===== src/logic/delay_pkg.sv =====
package delay_pkg;

	// Samples and channels.
	localparam int DATA_WIDTH   = 16;
	localparam int N_CHANNELS   = 4;
	localparam int HANDLE_WIDTH = 2;

	// Shared sample memory.
	localparam int MEM_DEPTH  = 256;
	localparam int ADDR_WIDTH = 8;

	// Delay in samples times 256, unsigned.
	localparam int DELAY_FRAC  = 8;
	localparam int DELAY_WIDTH = 24;

	// Gain is unsigned Q2.14, unity at 16384.
	localparam int GAIN_WIDTH = 16;
	localparam logic [GAIN_WIDTH-1:0] GAIN_STEP = 16'd64;
	localparam logic [GAIN_WIDTH-1:0] GAIN_MAX  = 16'd16384;
	localparam int GAIN_SHIFT = 14;

endpackage


===== src/logic/delay_channel.sv =====
module delay_channel (
	input  logic clk,
	input  logic reset,
	input  logic enable,
	input  logic init,
	input  logic [delay_pkg::ADDR_WIDTH-1:0] init_addr,
	input  logic [delay_pkg::ADDR_WIDTH-1:0] init_size,
	input  logic [delay_pkg::DELAY_WIDTH-1:0] init_delay,
	input  logic write,
	input  logic signed [delay_pkg::DATA_WIDTH-1:0] data_in,
	input  logic signed [delay_pkg::DATA_WIDTH-1:0] delay_inc,
	output logic signed [delay_pkg::DATA_WIDTH-1:0] data_out,
	output logic data_out_valid,
	output logic [delay_pkg::GAIN_WIDTH-1:0] gain,
	output logic ready,
	output logic write_done,
	output logic mem_read_req,
	output logic mem_write_req,
	output logic [delay_pkg::ADDR_WIDTH-1:0] mem_read_addr,
	output logic [delay_pkg::ADDR_WIDTH-1:0] mem_write_addr,
	output logic signed [delay_pkg::DATA_WIDTH-1:0] mem_data_out,
	input  logic signed [delay_pkg::DATA_WIDTH-1:0] mem_data_in,
	input  logic mem_read_valid,
	input  logic mem_write_ack
);

	typedef enum logic [1:0] {
		IDLE,
		WRITE_WAIT,
		READ_WAIT
	} state_t;

	state_t state;

	logic [delay_pkg::ADDR_WIDTH-1:0] base;
	logic [delay_pkg::ADDR_WIDTH-1:0] size;
	logic [delay_pkg::ADDR_WIDTH-1:0] position;
	logic [delay_pkg::DELAY_WIDTH-1:0] delay;
	logic wrapped;

	logic [delay_pkg::DELAY_WIDTH-1:0] max_delay;
	logic [delay_pkg::DELAY_WIDTH-1:0] init_max;
	logic [delay_pkg::DELAY_WIDTH-delay_pkg::DELAY_FRAC-1:0] delay_int;
	logic [delay_pkg::ADDR_WIDTH-1:0] tap_offset;
	logic signed [delay_pkg::DELAY_WIDTH:0] inc_ext;
	logic signed [delay_pkg::DELAY_WIDTH:0] max_inc;
	logic signed [delay_pkg::DELAY_WIDTH:0] min_inc;
	logic signed [delay_pkg::DELAY_WIDTH:0] inc_clamped;

	assign ready = (state == IDLE);

	assign max_delay = delay_pkg::DELAY_WIDTH'(size) << delay_pkg::DELAY_FRAC;
	assign init_max  = delay_pkg::DELAY_WIDTH'(init_size) << delay_pkg::DELAY_FRAC;

	// Tap lies delay_int slots behind the write position, wrapped in the region.
	assign delay_int  = delay[delay_pkg::DELAY_WIDTH-1:delay_pkg::DELAY_FRAC];
	assign tap_offset = (delay_int > position)
		? delay_pkg::ADDR_WIDTH'(position + size - delay_int)
		: delay_pkg::ADDR_WIDTH'(position - delay_int);

	// Increment limits keep the delay within 0 .. size * 256.
	assign inc_ext = (delay_pkg::DELAY_WIDTH+1)'(delay_inc);
	assign max_inc = $signed({1'b0, max_delay}) - $signed({1'b0, delay});
	assign min_inc = -$signed({1'b0, delay});

	always_ff @(posedge clk) begin
		if (reset) begin
			state          <= IDLE;
			wrapped        <= 1'b0;
			data_out_valid <= 1'b0;
			write_done     <= 1'b0;
			mem_read_req   <= 1'b0;
			mem_write_req  <= 1'b0;
		end else if (enable) begin
			write_done <= 1'b0;
			if (init) begin
				state          <= IDLE;
				base           <= init_addr;
				size           <= init_size;
				delay          <= (init_delay > init_max) ? init_max : init_delay;
				position       <= '0;
				wrapped        <= 1'b0;
				gain           <= '0;
				data_out       <= '0;
				data_out_valid <= 1'b1;
				mem_read_req   <= 1'b0;
				mem_write_req  <= 1'b0;
			end else begin
				case (state)
					IDLE: begin
						if (write) begin
							data_out_valid <= 1'b0;
							mem_write_addr <= base + position;
							mem_data_out   <= data_in;
							mem_write_req  <= 1'b1;
							if (inc_ext > max_inc) begin
								inc_clamped <= max_inc;
							end else if (inc_ext < min_inc) begin
								inc_clamped <= min_inc;
							end else begin
								inc_clamped <= inc_ext;
							end
							state <= WRITE_WAIT;
						end
					end
					WRITE_WAIT: begin
						if (mem_write_ack) begin
							mem_write_req <= 1'b0;
							mem_read_addr <= base + tap_offset;
							mem_read_req  <= 1'b1;
							delay <= delay_pkg::DELAY_WIDTH'($signed({1'b0, delay}) + inc_clamped);
							state <= READ_WAIT;
						end
					end
					READ_WAIT: begin
						if (mem_read_valid) begin
							data_out       <= mem_data_in;
							data_out_valid <= 1'b1;
							mem_read_req   <= 1'b0;
							write_done     <= 1'b1;
							state          <= IDLE;
							if (position == size - 1'b1) begin
								position <= '0;
								wrapped  <= 1'b1;
							end else begin
								position <= position + 1'b1;
							end
							// Fade in only once the region holds real history.
							if (wrapped && gain < delay_pkg::GAIN_MAX)
								gain <= gain + delay_pkg::GAIN_STEP;
						end
					end
					default: state <= IDLE;
				endcase
			end
		end
	end

endmodule


===== config.mk =====
export PLATFORM = sky130hd
export DESIGN_NAME = delay_channel
export DESIGN_NICKNAME = d
export VERILOG_FILES = /design/src/logic/delay_pkg.sv /design/src/logic/delay_channel.sv
export SDC_FILE = /design/constraint.sdc
export NUM_CORES = 1
export LEC_CHECK = 0
export ABC_AREA = 1
export BUFFER_PORTS_ARGS = -buffer_cell sky130_fd_sc_hd__buf_2
export CAP_MARGIN = 30
export CORE_ASPECT_RATIO = 1.2
export CORE_UTILIZATION = 59
export DETAILED_ROUTE_END_ITERATION = 10
export PLACE_DENSITY = 0.82
export SYNTH_ARGS = -nofsm -noshare
export SYNTH_HDL_FRONTEND = slang
export SYNTH_SLANG_ARGS = --single-unit

===== constraint.sdc =====
create_clock -name clk -period 5.95 [get_ports clk]
set_input_delay 0.595 -clock clk [delete_from_list [all_inputs] [get_ports clk]]
set_output_delay 0.595 -clock clk [all_outputs]
set_load 0.05 [all_outputs]

## After elaboration in Yosys (flattened, before gate mapping)

Cells that the tools add are included.

| storage, ports and cells | value |
|---|---|
| flip-flop bits (word level) | 143 |
| output and inout port bits | 69 |
| word-level logic and storage cells | 101 |

| operators by class | value |
|---|---|
| $add $sub $neg | 11 |
| magnitude comparators | 5 |
| eq/ne operators | 6 |
| multiplexer cells | 39 |
| bitwise operators | 2 |
| reduce and logical (&&, ||, !) cells | 22 |

Operators with widths:

| cell | number |
|---|---|
| $mux 24 | 6 |
| $mux 16 | 5 |
| $mux 8 | 4 |
| $reduce_and 4->1 | 7 |
| $gt 16x25->1 | 1 |
| $lt 16x25->1 | 1 |
| $neg 24->25 | 1 |
| $sub 16x24->25 | 1 |
| $add 24x24->24 | 1 |
| $add 8x8->8 | 3 |
| $gt 24x16->1 | 1 |
| $add 16x7->16 const B | 1 |
| $gt 16x8->1 | 1 |
| $lt 16x15->1 const B | 1 |
| $mux 1 | 16 |
| $sub 8x8->8 | 2 |
| $reduce_and 5->1 | 3 |
| $reduce_bool 2->1 | 6 |
| $ne 3x3->1 const B | 3 |
| $reduce_bool 3->1 | 3 |
| $add 8x1->8 const B | 1 |
| $eq 8x8->1 | 1 |
| $mux 2 | 4 |
| $sub 8x1->8 const B | 1 |
| other kinds (8) | 11 |

## Longest topological paths before layout

Gate-level depths: netlist of run 1.

| depth | value |
|---|---|
| depth after elaboration | 6 |
| gate-level depth with buffers | 28 |

## Least setup slack after synthesis of run 1

No wires, ideal clock.

| timing path | value |
|---|---|
| path type | flip-flop to flip-flop |
| start point | register state[0] |
| end point | register inc_clamped[0] (netlist bit), enable pin |
| setup time | 0.513 ns |
| data arrival time | 4.519 ns |
| required time | 5.437 ns |
| setup slack | 0.918 ns |
| cell stages (with the launch flop) | 4 |
| path buffers | 0 |
| period minus slack after synthesis | 5.032 ns |
| path through | dfxtp_1 nor2_1 inv_1 nor3_1 |

| on the way | value |
|---|---|
| longest elaborated chain between the ends | 2 |

Ends and longest elaborated chain:

| what | line | source |
|---|---|---|
| start, declared | delay_channel.sv:33 | `state_t state;` |
| start signal, assigned | delay_channel.sv:68 | `state <= IDLE;` |
| start signal, assigned | delay_channel.sv:77 | `state <= IDLE;` |
| start signal, assigned | delay_channel.sv:103 | `state <= WRITE_WAIT;` |
| $logic_not 2->1 | n/a |  |
| via ready | delay_channel.sv:15 | `output logic ready,` |
| $reduce_and 5->1 (no line) | n/a |  |
| end signal, assigned | delay_channel.sv:97 | `inc_clamped <= max_inc;` |
| end signal, assigned | delay_channel.sv:99 | `inc_clamped <= min_inc;` |
| end signal, assigned | delay_channel.sv:101 | `inc_clamped <= inc_ext;` |
| end, declared | delay_channel.sv:48 | `logic signed [delay_pkg::DELAY_WIDTH:0] inc_clamped;` |

The timed path passes the listed nets, and every way through them passes these cells.
A chain may end at the register's enable or synchronous reset.

## Final worst setup path of run 1

| timing path | value |
|---|---|
| start point | register delay[9] (netlist bit) |
| end point | register inc_clamped[14] (netlist bit), data pin |

| on the way | value |
|---|---|
| longest elaborated chain between the ends | 4 |
| elaborated cells on any way between the ends | 6 |

Ends and longest elaborated chain:

| what | line | source |
|---|---|---|
| start, declared | delay_channel.sv:38 | `logic [delay_pkg::DELAY_WIDTH-1:0] delay;` |
| start signal, assigned | delay_channel.sv:80 | `delay <= (init_delay > init_max) ? init_max : init_delay;` |
| start signal, assigned | delay_channel.sv:111 | `delay <= delay_pkg::DELAY_WIDTH'($signed({1'b0, delay}) + inc_clamped);` |
| $neg 24->25 | delay_channel.sv:64 | `assign min_inc = -$signed({1'b0, delay});` |
| $lt 16x25->1 | delay_channel.sv:98 | `end else if (inc_ext < min_inc) begin` |
| $mux 24 | delay_channel.sv:98 |  |
| $mux 24 (*) | delay_channel.sv:96 | `if (inc_ext > max_inc) begin` |

Mark *: on every way between the ends. The rest lies on a longest branch, timed or not.

==> results of run 1 <==
==> registers in the layout (all words and copies together) (netlist names) <==
signal,flops
position,8
write_done,1
inc_clamped,24
gain,10
size,8
base,8
mem_data_out,16
mem_read_req,1
data_out_valid,1
mem_read_addr,8
state,2
data_out,16
mem_write_addr,8
wrapped,1
delay,24
mem_write_req,1
==> stage by stage <==
step	hold slack, ps	instances	setup slack (ps)
after floorplan	428	1557	918
after global placement	443	1949	1420
after detailed placement	449	1951	1420
after CTS	316	1983	1400
after global routing	311	1983	1030
final	317	1983	1330
==> layout make-up <==
type | instances | area share [%]
Sequential cell | 137 | 30.3
Clock inverter | 15 | 1.36
Inverter | 245 | 6.90
Tap cell | 256 | 2.40
Multi-Input combinational cell | 1149 | 49.4
Clock buffer | 17 | 3.19
Timing Repair Buffer | 164 | 6.44
==> routing by layer <==
metal | global-route usage [%] | share of wire [%] | wire length (um)
met2 | 58.5 | 48 | 16300
met1 | 42.4 | 39 | 13200
met4 | 13.8 | 3.5 | 1170
met5 | 0 | 0.050 | 17
met3 | 8.44 | 9.3 | 3150
==> path summary, 6_finish.rpt <==
path / start / end / slack, ps
hold / removal: data_in[0] / mem_data_out[0] / 320
setup / recovery: delay[9] / inc_clamped[14] / 1330
hold reg to reg: wrapped / wrapped / 460
setup reg to reg: delay[9] / inc_clamped[14] / 1330
==> cells in the final DEF (no fill, tap or decap), drive strengths merged <==
cell      count
fa           11
clkinvlp      2
a31oi         4
o21a          6
clkbuf       17
nor4          7
ha          121
conb          6
nand3b        3
o211ai        2
and3          2
o31ai         2
nand2       388
nor3b         1
nor3         22
a211oi        2
a21boi        4
clkinv        6
inv         252
a21oi        87
dfxtp         7
xnor2         9
nand3       147
buf         164
or2           7
o31a          1
xor2         50
nor2        171
nand4        28
mux2i         1
a21o          8
o21ai        54
o21bai        3
and2          2
edfxtp      130
==> worst max-delay path, cell delays in order, from the launching register on <==
cell and delay (ps):
sky130_fd_sc_hd__edfxtp_1 530, sky130_fd_sc_hd__inv_1 280, sky130_fd_sc_hd__ha_1 350, sky130_fd_sc_hd__a21oi_1 320, sky130_fd_sc_hd__inv_1 140, sky130_fd_sc_hd__a21oi_1 260
sky130_fd_sc_hd__o21ai_0 150, sky130_fd_sc_hd__or2_2 300, sky130_fd_sc_hd__nand2_1 120, sky130_fd_sc_hd__inv_1 60, sky130_fd_sc_hd__ha_1 280, sky130_fd_sc_hd__nand2_1 70
sky130_fd_sc_hd__inv_1 30, sky130_fd_sc_hd__o21bai_1 130, sky130_fd_sc_hd__nand3_1 120, sky130_fd_sc_hd__a21oi_1 180, sky130_fd_sc_hd__nand3_1 140, sky130_fd_sc_hd__nand2_2 440
sky130_fd_sc_hd__inv_2 250, sky130_fd_sc_hd__nand2_1 130, sky130_fd_sc_hd__nand2_1 70
==> power groups by stage <==
stage          combinational, uW  clock, uW  sequential, uW
4_1_cts                      654       1080            1130
6_report                     661       1080            1130
3_5_place_dp                 650          0            1150
3_3_place_gp                 627          0            1150
5_1_grt                      743       1120            1140
2_1_floorplan                448          0            1170
==> kinds of logic after synthesis <==
| family | synth area share [%] |
|---|---|
| AO/OA/AOI/OAI | 8.08 |
| multiplexers | 0.0858 |
| flip-flops | 34.7 |
| adder cells (fa/ha/maj) | 14.9 |
| other | 0.0322 |
| buffers and inverters | 9.22 |
| AND/OR/NAND/NOR | 28.6 |
| XOR/XNOR | 4.43 |
==> cell usage after synthesis, types with 5 or more instances <==
cell type,number
sky130_fd_sc_hd__nand2_2,6
sky130_fd_sc_hd__nor4_1,7
sky130_fd_sc_hd__buf_4,8
sky130_fd_sc_hd__nand4_1,27
sky130_fd_sc_hd__fa_1,11
sky130_fd_sc_hd__o21a_1,6
sky130_fd_sc_hd__clkbuf_1,6
sky130_fd_sc_hd__or2_2,7
sky130_fd_sc_hd__dfxtp_1,7
sky130_fd_sc_hd__xor2_1,50
sky130_fd_sc_hd__nand3_1,144
sky130_fd_sc_hd__buf_1,5
sky130_fd_sc_hd__nor3_1,20
sky130_fd_sc_hd__nor2_1,167
sky130_fd_sc_hd__edfxtp_1,130
sky130_fd_sc_hd__o21ai_0,52
sky130_fd_sc_hd__nand2_1,381
sky130_fd_sc_hd__a21o_1,8
sky130_fd_sc_hd__ha_1,121
sky130_fd_sc_hd__inv_1,244
sky130_fd_sc_hd__xnor2_1,9
sky130_fd_sc_hd__a21oi_1,87
==> flow_metrics.py, run 1 <==
metrics = {
    "outcome": {
        "outcome": "completed",
    },
    "global_routing": {
        "grt_start_max_net_pins": 49,
        "grt_pass1_vias": 10800,
        "global_route_wire_length_before_repair_um": 53400,
        "global_route_total_overflow": 0,
        "grt_util_all_layers_pct": 34.7,
        "grt_antenna_before_repair": 2,
    },
    "timing": {
        "max_clock_freq_ghz": 0.216,
        "finalSetupViolCount": 0,
        "tns_ps": 0,
        "hold_viol_final": 0,
        "unrepaired_setup_endpoints_after_global_routing": "no",
        "finClkSkew_ps": 16.2,
        "period_share_pct": 77.7,
        "timing.slew.headroom_pct": 41.2,
        "timing_max_transition_violations_final": 0,
        "min_period_ps": 4620,
        "tightestPinTransition_ps": 882,
    },
    "synth": {
        "yosys_warnings": 0,
        "ys_dominant_reg_cell": "sky130_fd_sc_hd__edfxtp_1",
        "postSynthRegisterBits": 137,
        "mappedNetlistArea_um2": 11700,
        "synth_top_cells_by_area": "sky130_fd_sc_hd__edfxtp_1, sky130_fd_sc_hd__ha_1, sky130_fd_sc_hd__nand2_1, sky130_fd_sc_hd__inv_1, sky130_fd_sc_hd__nand3_1",
        "yosysSeqAreaShare_pct": 34.7,
        "synthDominantAreaCellType": "sky130_fd_sc_hd__edfxtp_1",
        "synth_top_area_share_pct": 33.5,
        "synth.avg_cell_area_um2": 7.51,
        "asyncSetResetFlopFracSynth_pct": 0,
        "ys_types": 45,
        "synth-edff-count": 130,
        "syn_inst": 1552,
    },
    "finish": {
        "layout-area-overhead-vs-synth_pct": 14.3,
        "post-route-util_pct": 69.7,
        "post_route_cells_drive_above_1_share_pct": 13.1,
        "n_antenna_cell": 0,
        "sequential_cell_area_um2": 4040,
        "multi_input_area_um2": 6580,
        "final_net_count": 1941,
        "layout.filler_cells": 1650,
        "postLayoutCellArea_um2": 13300,
    },
    "floorplan": {
        "ioPinCount": 164,
        "floorplan.die.width_um": 130,
        "die_h_um": 156,
        "die_area_um2": 20300,
        "placeable_core_region_um2": 19100,
        "std_cell_rows": 55,
        "initial_core_util_pct": 61.0,
    },
    "routing": {
        "viasPerCell": 5.66,
        "drc": 0,
        "post_drt_wl_per_cell_um": 17.0,
        "antenna_violating_nets_post_route": 0,
        "drt-total-wl_um": 33800,
        "via_count": 11200,
        "drt_iter0_markers": 832,
        "detail_route.first_pass.iterations": 5,
    },
    "clocking": {
        "clk-insertion-delay-late_ps": 450,
        "clock_tree.buffer_depth": 2,
        "cts_max_level": 4,
        "cts_setup_buffers": 0,
        "path_clk_slew_ps": 70,
        "post_cts_resize_count": 0,
        "clock-root-buffer": "sky130_fd_sc_hd__clkbuf_16",
        "cts_buffers": 17,
        "clock_sink_count": 137,
        "holdBufCountCts": 0,
        "tritoncts": "yes",
    },
    "critical_path": {
        "worst_setup_path_end_kind": "flip-flop",
        "cp.required_ps": 6150,
        "crit_path_start_kind": "flip-flop",
        "timing.reg2reg.worst_path_depth": 20,
        "worst_ep_arrival_time_ps": 4820,
        "critical_path.max_fanout": 26,
        "worstSetupPathType": "reg2reg",
    },
    "placed_design": {
        "dpl-instance-area_um2": 12700,
        "detailed_place_hpwl_um": 27000,
        "gp_congestion": 1.02,
        "numPortBuffers": 157,
    },
    "power": {
        "internal_power_uw": 1900,
        "comb_power_share_pct": 23.0,
        "netSwitchingFraction_pct": 33.9,
        "powerDensity_nw_per_um2": 216,
        "clock_power_share_pct": 37.6,
        "power.leakage_uw": 0.00663,
        "ir_worst_vdd_uv": 207,
        "power.sequential.fraction_pct": 39.4,
        "power.total_uw": 2880,
        "total_switching_power_uw": 975,
    },
    "run": {
        "timing.max_cap.violations": 0,
    },
    "min_path": {
        "hold_path_class": "in2reg",
        "min_path_cells": 1,
    },
}
Power figures use the tool's default switching activity.
==> inputs of run 2 (changes only) <==
- CORE_UTILIZATION: 59 -> 54
- PLACE_DENSITY: 0.82 -> 0.79
- clock period: 5.95 -> 4.1 ns (I/O delays scaled with it)
==> run 2 against run 1 <==
Compared with the run above: critical path depth increased by 5; non-clock buffer count increased by 38; critical endpoint is now inc_clamped[8]; clock power increased by 52%.
==> flow_metrics.py, run 2 (synthesized netlist as in run 1, its figures left out) <==
metrics = {
    "outcome": {
        "outcome": "completed",
    },
    "routing": {
        "detail_route.first_pass.iterations": 8,
        "drc": 0,
        "drt_iter0_markers": 953,
        "via_count": 11300,
        "drt-total-wl_um": 34700,
        "antenna_violating_nets_post_route": 0,
        "post_drt_wl_per_cell_um": 17.0,
        "viasPerCell": 5.54,
    },
    "floorplan": {
        "initial_core_util_pct": 55.4,
        "std_cell_rows": 58,
        "floorplan.die.width_um": 136,
        "die_h_um": 163,
        "die_area_um2": 22200,
        "ioPinCount": 164,
        "placeable_core_region_um2": 21000,
    },
    "critical_path": {
        "reg2reg_to": "inc_clamped[8]",
        "worstSetupPathType": "reg2reg",
        "regToRegSetupSlack_ps": 320,
        "timing.reg2reg.worst_path_depth": 25,
        "critical_path.reg2reg.startpoint": "delay[1]",
        "worst_setup_path_end_kind": "flip-flop",
        "crit_path_start_kind": "flip-flop",
        "critical_path.max_fanout": 13,
        "cp.required_ps": 4300,
        "worst_ep_arrival_time_ps": 3980,
    },
    "timing": {
        "unrepaired_setup_endpoints_after_global_routing": "no",
        "min_period_ps": 3780,
        "timing_max_transition_violations_final": 0,
        "finalWorstSetupSlack_ps": 318,
        "finalSetupViolCount": 0,
        "tns_ps": 0,
        "timing.slew.headroom_pct": 40.2,
        "finClkSkew_ps": 12.9,
        "period_share_pct": 92.2,
        "hold_viol_final": 0,
        "max_clock_freq_ghz": 0.264,
        "tightestPinTransition_ps": 898,
    },
    "min_path": {
        "hold_start": "init_addr[6]",
        "hold_path_class": "in2reg",
        "min_path_cells": 1,
        "hold-path-endpoint": "base[6]",
    },
    "finish": {
        "n_antenna_cell": 0,
        "layout_commonest_cell": "sky130_fd_sc_hd__nand2_1",
        "largest_registers": "delay: 24 flops, inc_clamped: 24 flops",
        "layout-area-overhead-vs-synth_pct": 17.0,
        "layout.cells.most_common_list": "sky130_fd_sc_hd__nand2_1, sky130_fd_sc_hd__inv_1, sky130_fd_sc_hd__nor2_1",
        "postLayoutCellArea_um2": 13600,
        "post_route_cells_drive_above_1_share_pct": 15.1,
        "final_net_count": 1979,
    },
    "clocking": {
        "path_clk_slew_ps": 70,
        "tritoncts": "yes",
        "cts_buffers": 17,
        "clock-root-buffer": "sky130_fd_sc_hd__clkbuf_16",
        "cts_max_level": 4,
        "clock_tree.buffer_depth": 2,
        "clk-insertion-delay-late_ps": 440,
        "clock_sink_count": 137,
    },
    "global_routing": {
        "global_route_total_overflow": 0,
        "grt_antenna_before_repair": 0,
        "grt_start_max_net_pins": 49,
        "grt_util_all_layers_pct": 32.5,
        "grt_pass1_vias": 10700,
        "global_route_wire_length_before_repair_um": 55000,
    },
    "placed_design": {
        "detailed_place_hpwl_um": 27900,
        "dpl-instance-area_um2": 13000,
        "numPortBuffers": 157,
        "gp_congestion": 1.04,
        "dpl_worst_slack_ps": 307,
    },
    "power": {
        "total_switching_power_uw": 1420,
        "clock_power_share_pct": 38.4,
        "power.sequential.fraction_pct": 38.3,
        "ir_worst_vdd_uv": 292,
        "netSwitchingFraction_pct": 33.3,
        "internal_power_uw": 2840,
        "powerDensity_nw_per_um2": 312,
        "comb_power_share_pct": 23.3,
        "power.total_uw": 4260,
        "power.leakage_uw": 0.00682,
    },
    "run": {
        "timing.max_cap.violations": 0,
    },
}
run 2: routing by layer:
metal,global-route usage [%],wire [um],vias to the layer above
met1,40.5,14000,5166
met4,13.1,1230,0
li1,-,-,5522
met3,5.35,2530,91
met2,55.4,17000,485
met5,0,0,-
run 2: worst max-delay path by stage:
stage / startpoint / to / cells past startpoint
floorplan: state[0] / inc_clamped[0] / 3
global placement: delay[9] / inc_clamped[8] / 21
detailed placement: delay[1] / inc_clamped[8] / 25
CTS: delay[1] / inc_clamped[8] / 25
global route: delay[9] / inc_clamped[8] / 21
finish: delay[1] / inc_clamped[8] / 25
run 2: power by group through the flow:
stage	Sequential (uW)	Combinational [uW]	Clock (uW)
after floorplan	1700	651	0
after global placement	1660	945	0
after detailed placement	1660	979	0
after CTS	1630	985	1640
after global routing	1640	1120	1690
final	1630	992	1640
run 2: layout make-up:
cell class | count | area (um^2)
fillers | 1890 | 7400
clock buffers | 17 | 425
repair buffers | 202 | 1120
multi-input cells | 1149 | 6590
well taps | 270 | 338
flip-flops and latches | 137 | 4040
clock inverters | 15 | 204
inverters | 245 | 920
run 2: worst max-delay path, stage by stage (launching register included):
cell,delay (ps)
sky130_fd_sc_hd__edfxtp_1,420
sky130_fd_sc_hd__inv_1,170
sky130_fd_sc_hd__ha_2,260
sky130_fd_sc_hd__inv_1,80
sky130_fd_sc_hd__nor2_2,120
sky130_fd_sc_hd__nand2_1,160
sky130_fd_sc_hd__nor2_4,220
sky130_fd_sc_hd__nand3_1,100
sky130_fd_sc_hd__nand3_1,190
sky130_fd_sc_hd__nand3_1,120
sky130_fd_sc_hd__xor2_1,190
sky130_fd_sc_hd__inv_1,70
sky130_fd_sc_hd__ha_1,290
sky130_fd_sc_hd__nand2_1,90
sky130_fd_sc_hd__inv_1,50
sky130_fd_sc_hd__o21ai_1,70
sky130_fd_sc_hd__nand2_1,60
sky130_fd_sc_hd__nand2_1,50
sky130_fd_sc_hd__nand2_1,50
sky130_fd_sc_hd__a21oi_1,150
sky130_fd_sc_hd__nand2_1,80
sky130_fd_sc_hd__nand2_1,90
sky130_fd_sc_hd__nand2_2,100
sky130_fd_sc_hd__buf_4,200
sky130_fd_sc_hd__nand3_1,100
sky130_fd_sc_hd__nand2_1,60
run 2: metrics by stage:
stage,hold slack [ps],instances,util (%)
final,143,2035,64.9
after floorplan,428,1557,-
after detailed placement,455,2003,61.8
after global routing,145,2035,64.9
after global placement,449,2002,61.8
after CTS,137,2035,64.8
run 2: timing repair:
action / CTS / global route
hold buffers: 0 / 0
buffers inserted: 0 / 0
hold endpoints to repair: 0 / 0
resized for setup: 0 / 2
endpoints found under the setup margin: 0 / 12
==> inputs of run 3 (changes only) <==
--- a/config.mk
+++ b/config.mk
@@ -7,3 +7,3 @@
 export LEC_CHECK = 0
-export ABC_AREA = 1
+export ABC_AREA = 0
 export BUFFER_PORTS_ARGS = -buffer_cell sky130_fd_sc_hd__buf_2
@@ -11,5 +11,5 @@
 export CORE_ASPECT_RATIO = 1.2
-export CORE_UTILIZATION = 54
+export CORE_UTILIZATION = 53
 export DETAILED_ROUTE_END_ITERATION = 10
-export PLACE_DENSITY = 0.79
+export PLACE_DENSITY = 0.78
 export SYNTH_ARGS = -nofsm -noshare
--- a/constraint.sdc
+++ b/constraint.sdc
@@ -3,2 +3,2 @@
 set_output_delay 0.41 -clock clk [all_outputs]
-set_load 0.05 [all_outputs]
+set_load 0.01 [all_outputs]
==> run 3 against run 2 <==
Compared with the run above: final cell count shrank 20%; largest power group is now sequential cells; sequential share of layout area increased by 0.45 points; via count down 18%; worst setup slack lost 570 ps; clock-buffer cell count rose by 3; the flow now finishes with violations (negative setup slack); sequential power about the same.
==> flow_metrics.py, run 3 <==
metrics = {
    "clocking": {
        "cts_buffers": 17,
        "clk-insertion-delay-late_ps": 430,
        "clock_tree.buffer_depth": 2,
        "holdBufCountCts": 0,
        "cts_max_level": 4,
        "clock_sink_count": 137,
        "path_clk_slew_ps": 70,
        "clock-root-buffer": "sky130_fd_sc_hd__clkbuf_16",
        "tritoncts": "yes",
    },
    "floorplan": {
        "ioPinCount": 164,
        "die_area_um2": 20500,
        "die_h_um": 157,
        "floorplan.die.width_um": 131,
        "placeable_core_region_um2": 19500,
        "initial_core_util_pct": 54.0,
        "std_cell_rows": 56,
    },
    "global_routing": {
        "grt_pass1_vias": 9280,
        "global_route_total_overflow": 0,
        "grt_start_max_net_pins": 41,
        "met3_usage_pct": 4.82,
        "globalRoute.busiestLayer": "met2",
        "global_route.usage.met1_pct": 32.6,
        "grt_util_all_layers_pct": 28.6,
        "grt_antenna_before_repair": 1,
        "global_route_wire_length_before_repair_um": 44700,
        "gr-usage-met2_pct": 49.9,
    },
    "critical_path": {
        "cp_slowest_cell": "sky130_fd_sc_hd__or4_4",
        "timing.critical_path.cells": "or3_4 > nor4_4 > and3_4 > nand2_4 > or4_4 > xor2_2 > inv_2 > ha_4 > nand4_1 > buf_4 > nor4_4 > buf_4 > nand2_1 > o211ai_1 > xor2_1 > buf_4 > nand2b_4 > or3_1 > and3_1",
        "critical_path_cell_count": 19,
        "critical_path.top_delay_family": "simple AND/OR/NAND/NOR gates",
        "timing.reg2reg.worst_path_depth": 19,
        "regToRegSetupSlack_ps": -250,
        "worstSetupPathType": "reg2reg",
        "crit_top_cell": "sky130_fd_sc_hd__buf_4",
        "cp.required_ps": 4290,
        "crit_path_start_kind": "flip-flop",
        "critical_path.reg2reg.startpoint": "delay[2]",
        "reg2reg_to": "inc_clamped[17]",
        "worst_setup_path_end_kind": "flip-flop",
        "cp_slowest_stage_delay_ps": 430,
        "crit_buf_inv": 4,
        "critical_path.max_fanout": 8,
        "worst_ep_arrival_time_ps": 4540,
    },
    "synth": {
        "synthDominantAreaCellType": "sky130_fd_sc_hd__edfxtp_1",
        "synthMostInstantiatedCell": "sky130_fd_sc_hd__edfxtp_1",
        "synth_top_area_share_pct": 37.0,
        "postSynthRegisterBits": 137,
        "asyncSetResetFlopFracSynth_pct": 0,
        "synth.avg_cell_area_um2": 9.80,
        "synth_top_cells_by_area": "sky130_fd_sc_hd__edfxtp_1, sky130_fd_sc_hd__ha_1, sky130_fd_sc_hd__xnor2_1, sky130_fd_sc_hd__a21oi_1, sky130_fd_sc_hd__xor2_1",
        "ys_dominant_reg_cell": "sky130_fd_sc_hd__edfxtp_1",
        "ys_types": 68,
        "synth-edff-count": 130,
        "mappedNetlistArea_um2": 10600,
        "synth_common_cells": "sky130_fd_sc_hd__edfxtp_1, sky130_fd_sc_hd__ha_1, sky130_fd_sc_hd__a21oi_1",
        "yosys_warnings": 0,
        "yosysSeqAreaShare_pct": 38.3,
        "syn_inst": 1077,
    },
    "timing": {
        "timing.slew.headroom_pct": 48.7,
        "finalWorstSetupSlack_ps": -251,
        "min_period_ps": 4350,
        "tightestPinTransition_ps": 764,
        "max_clock_freq_ghz": 0.230,
        "hold_ws_ps": 149,
        "hold_viol_final": 0,
        "period_share_pct": 106,
        "finalSetupViolCount": 24,
        "unrepaired_setup_endpoints_after_global_routing": "yes",
        "timing_max_transition_violations_final": 0,
        "finClkSkew_ps": 9.41,
    },
    "min_path": {
        "hold-path-endpoint": "mem_data_out[5]",
        "min_path_cells": 1,
        "hold_path_class": "in2reg",
        "hold_start": "data_in[5]",
    },
    "power": {
        "ir_worst_vdd_uv": 288,
        "power.leakage_uw": 0.00587,
        "powerDensity_nw_per_um2": 305,
    },
    "run": {
        "timing.max_cap.violations": 0,
    },
    "routing": {
        "antenna_violating_nets_post_route": 0,
        "viasPerCell": 5.65,
        "drt_iter0_markers": 529,
        "via_count": 9226,
        "drt-total-wl_um": 28200,
        "drc": 0,
        "detail_route.first_pass.iterations": 5,
        "post_drt_wl_per_cell_um": 17.3,
    },
    "placed_design": {
        "detailed_place_hpwl_um": 21300,
        "numPortBuffers": 157,
        "gp_congestion": 0.921,
        "numPlacedInstances": 1569,
    },
    "finish": {
        "final_net_count": 1585,
        "post-route-util_pct": 68.8,
        "layout.cells.most_common_list": "sky130_fd_sc_hd__buf_2, sky130_fd_sc_hd__buf_4, sky130_fd_sc_hd__edfxtp_1",
        "layout_commonest_cell": "sky130_fd_sc_hd__buf_2",
        "largest_registers": "delay: 24 flops, inc_clamped: 24 flops",
        "layout-area-overhead-vs-synth_pct": 27.4,
        "fin_cells": 1633,
        "post_route_cells_drive_above_1_share_pct": 28.4,
    },
    "outcome": {
        "outcome": "finished with violations",
        "violations_in_the_final_reports": "negative setup slack",
    },
}
## run 3: where the power goes
part	switching (uW)	internal [uW]	leakage, uW
Combinational	526	451	0.00435
Clock	631	858	0.000272
Sequential	29.5	1600	0.00125
## run 3: per-layer routing
metal	part of all wire, %	wire length (um)
met1	39	10900
met2	51	14400
met3	5.2	1470
met4	5.2	1470
met5	0	0
## run 3: timing repair
action | CTS | global route
setup endpoints to repair | 22 | 24
gates resized for setup | 29 | 17
endpoints found under the hold margin | 0 | 0
buffers inserted | 19 | 12
pin swaps | 14 | 16
## run 3: logic make-up (layout without fill, tap and decap cells)
logic type	Yosys count	in the layout	synth area share, %
XOR/XNOR	108	108	8.97
AO/OA/AOI/OAI	242	242	14.2
adder cells (fa/ha/maj)	132	132	16.4
buffers and inverters	123	412	4.76
other	1	7	0.0355
flip-flops	137	137	38.3
AND/OR/NAND/NOR	311	311	15.0
multiplexers	23	23	2.22
## run 3: area by class of cell
class | count | area, um^2
antenna | 1 | 2.50
clock buffer | 20 | 447
clock inverter | 12 | 116
fill | 1424 | 6100
inverter | 87 | 327
multi-input combinational | 822 | 6340
sequential | 137 | 4040
tap | 261 | 327
timing repair buffer | 293 | 1840
## run 3: worst max path at each step
stage | startpoint | end
2_1_floorplan | delay[4] | inc_clamped[19]
3_3_place_gp | delay[4] | inc_clamped[23]
3_5_place_dp | delay[4] | inc_clamped[17]
4_1_cts | delay[3] | inc_clamped[17]
5_1_grt | delay[3] | inc_clamped[17]
6_report | delay[2] | inc_clamped[17]
## run 3: stage by stage
step / TNS, ps / total power [uW] / instance area, um^2 / setup slack, ps
after floorplan: 0 / 2260 / 10600 / 13.3
after global placement: -736 / 2520 / 12400 / -123
after detailed placement: -2570 / 2560 / 12400 / -216
after CTS: -1880 / 4090 / 13300 / -172
after global routing: -10370 / 4270 / 13400 / -492
final: -4750 / 4100 / 13400 / -251
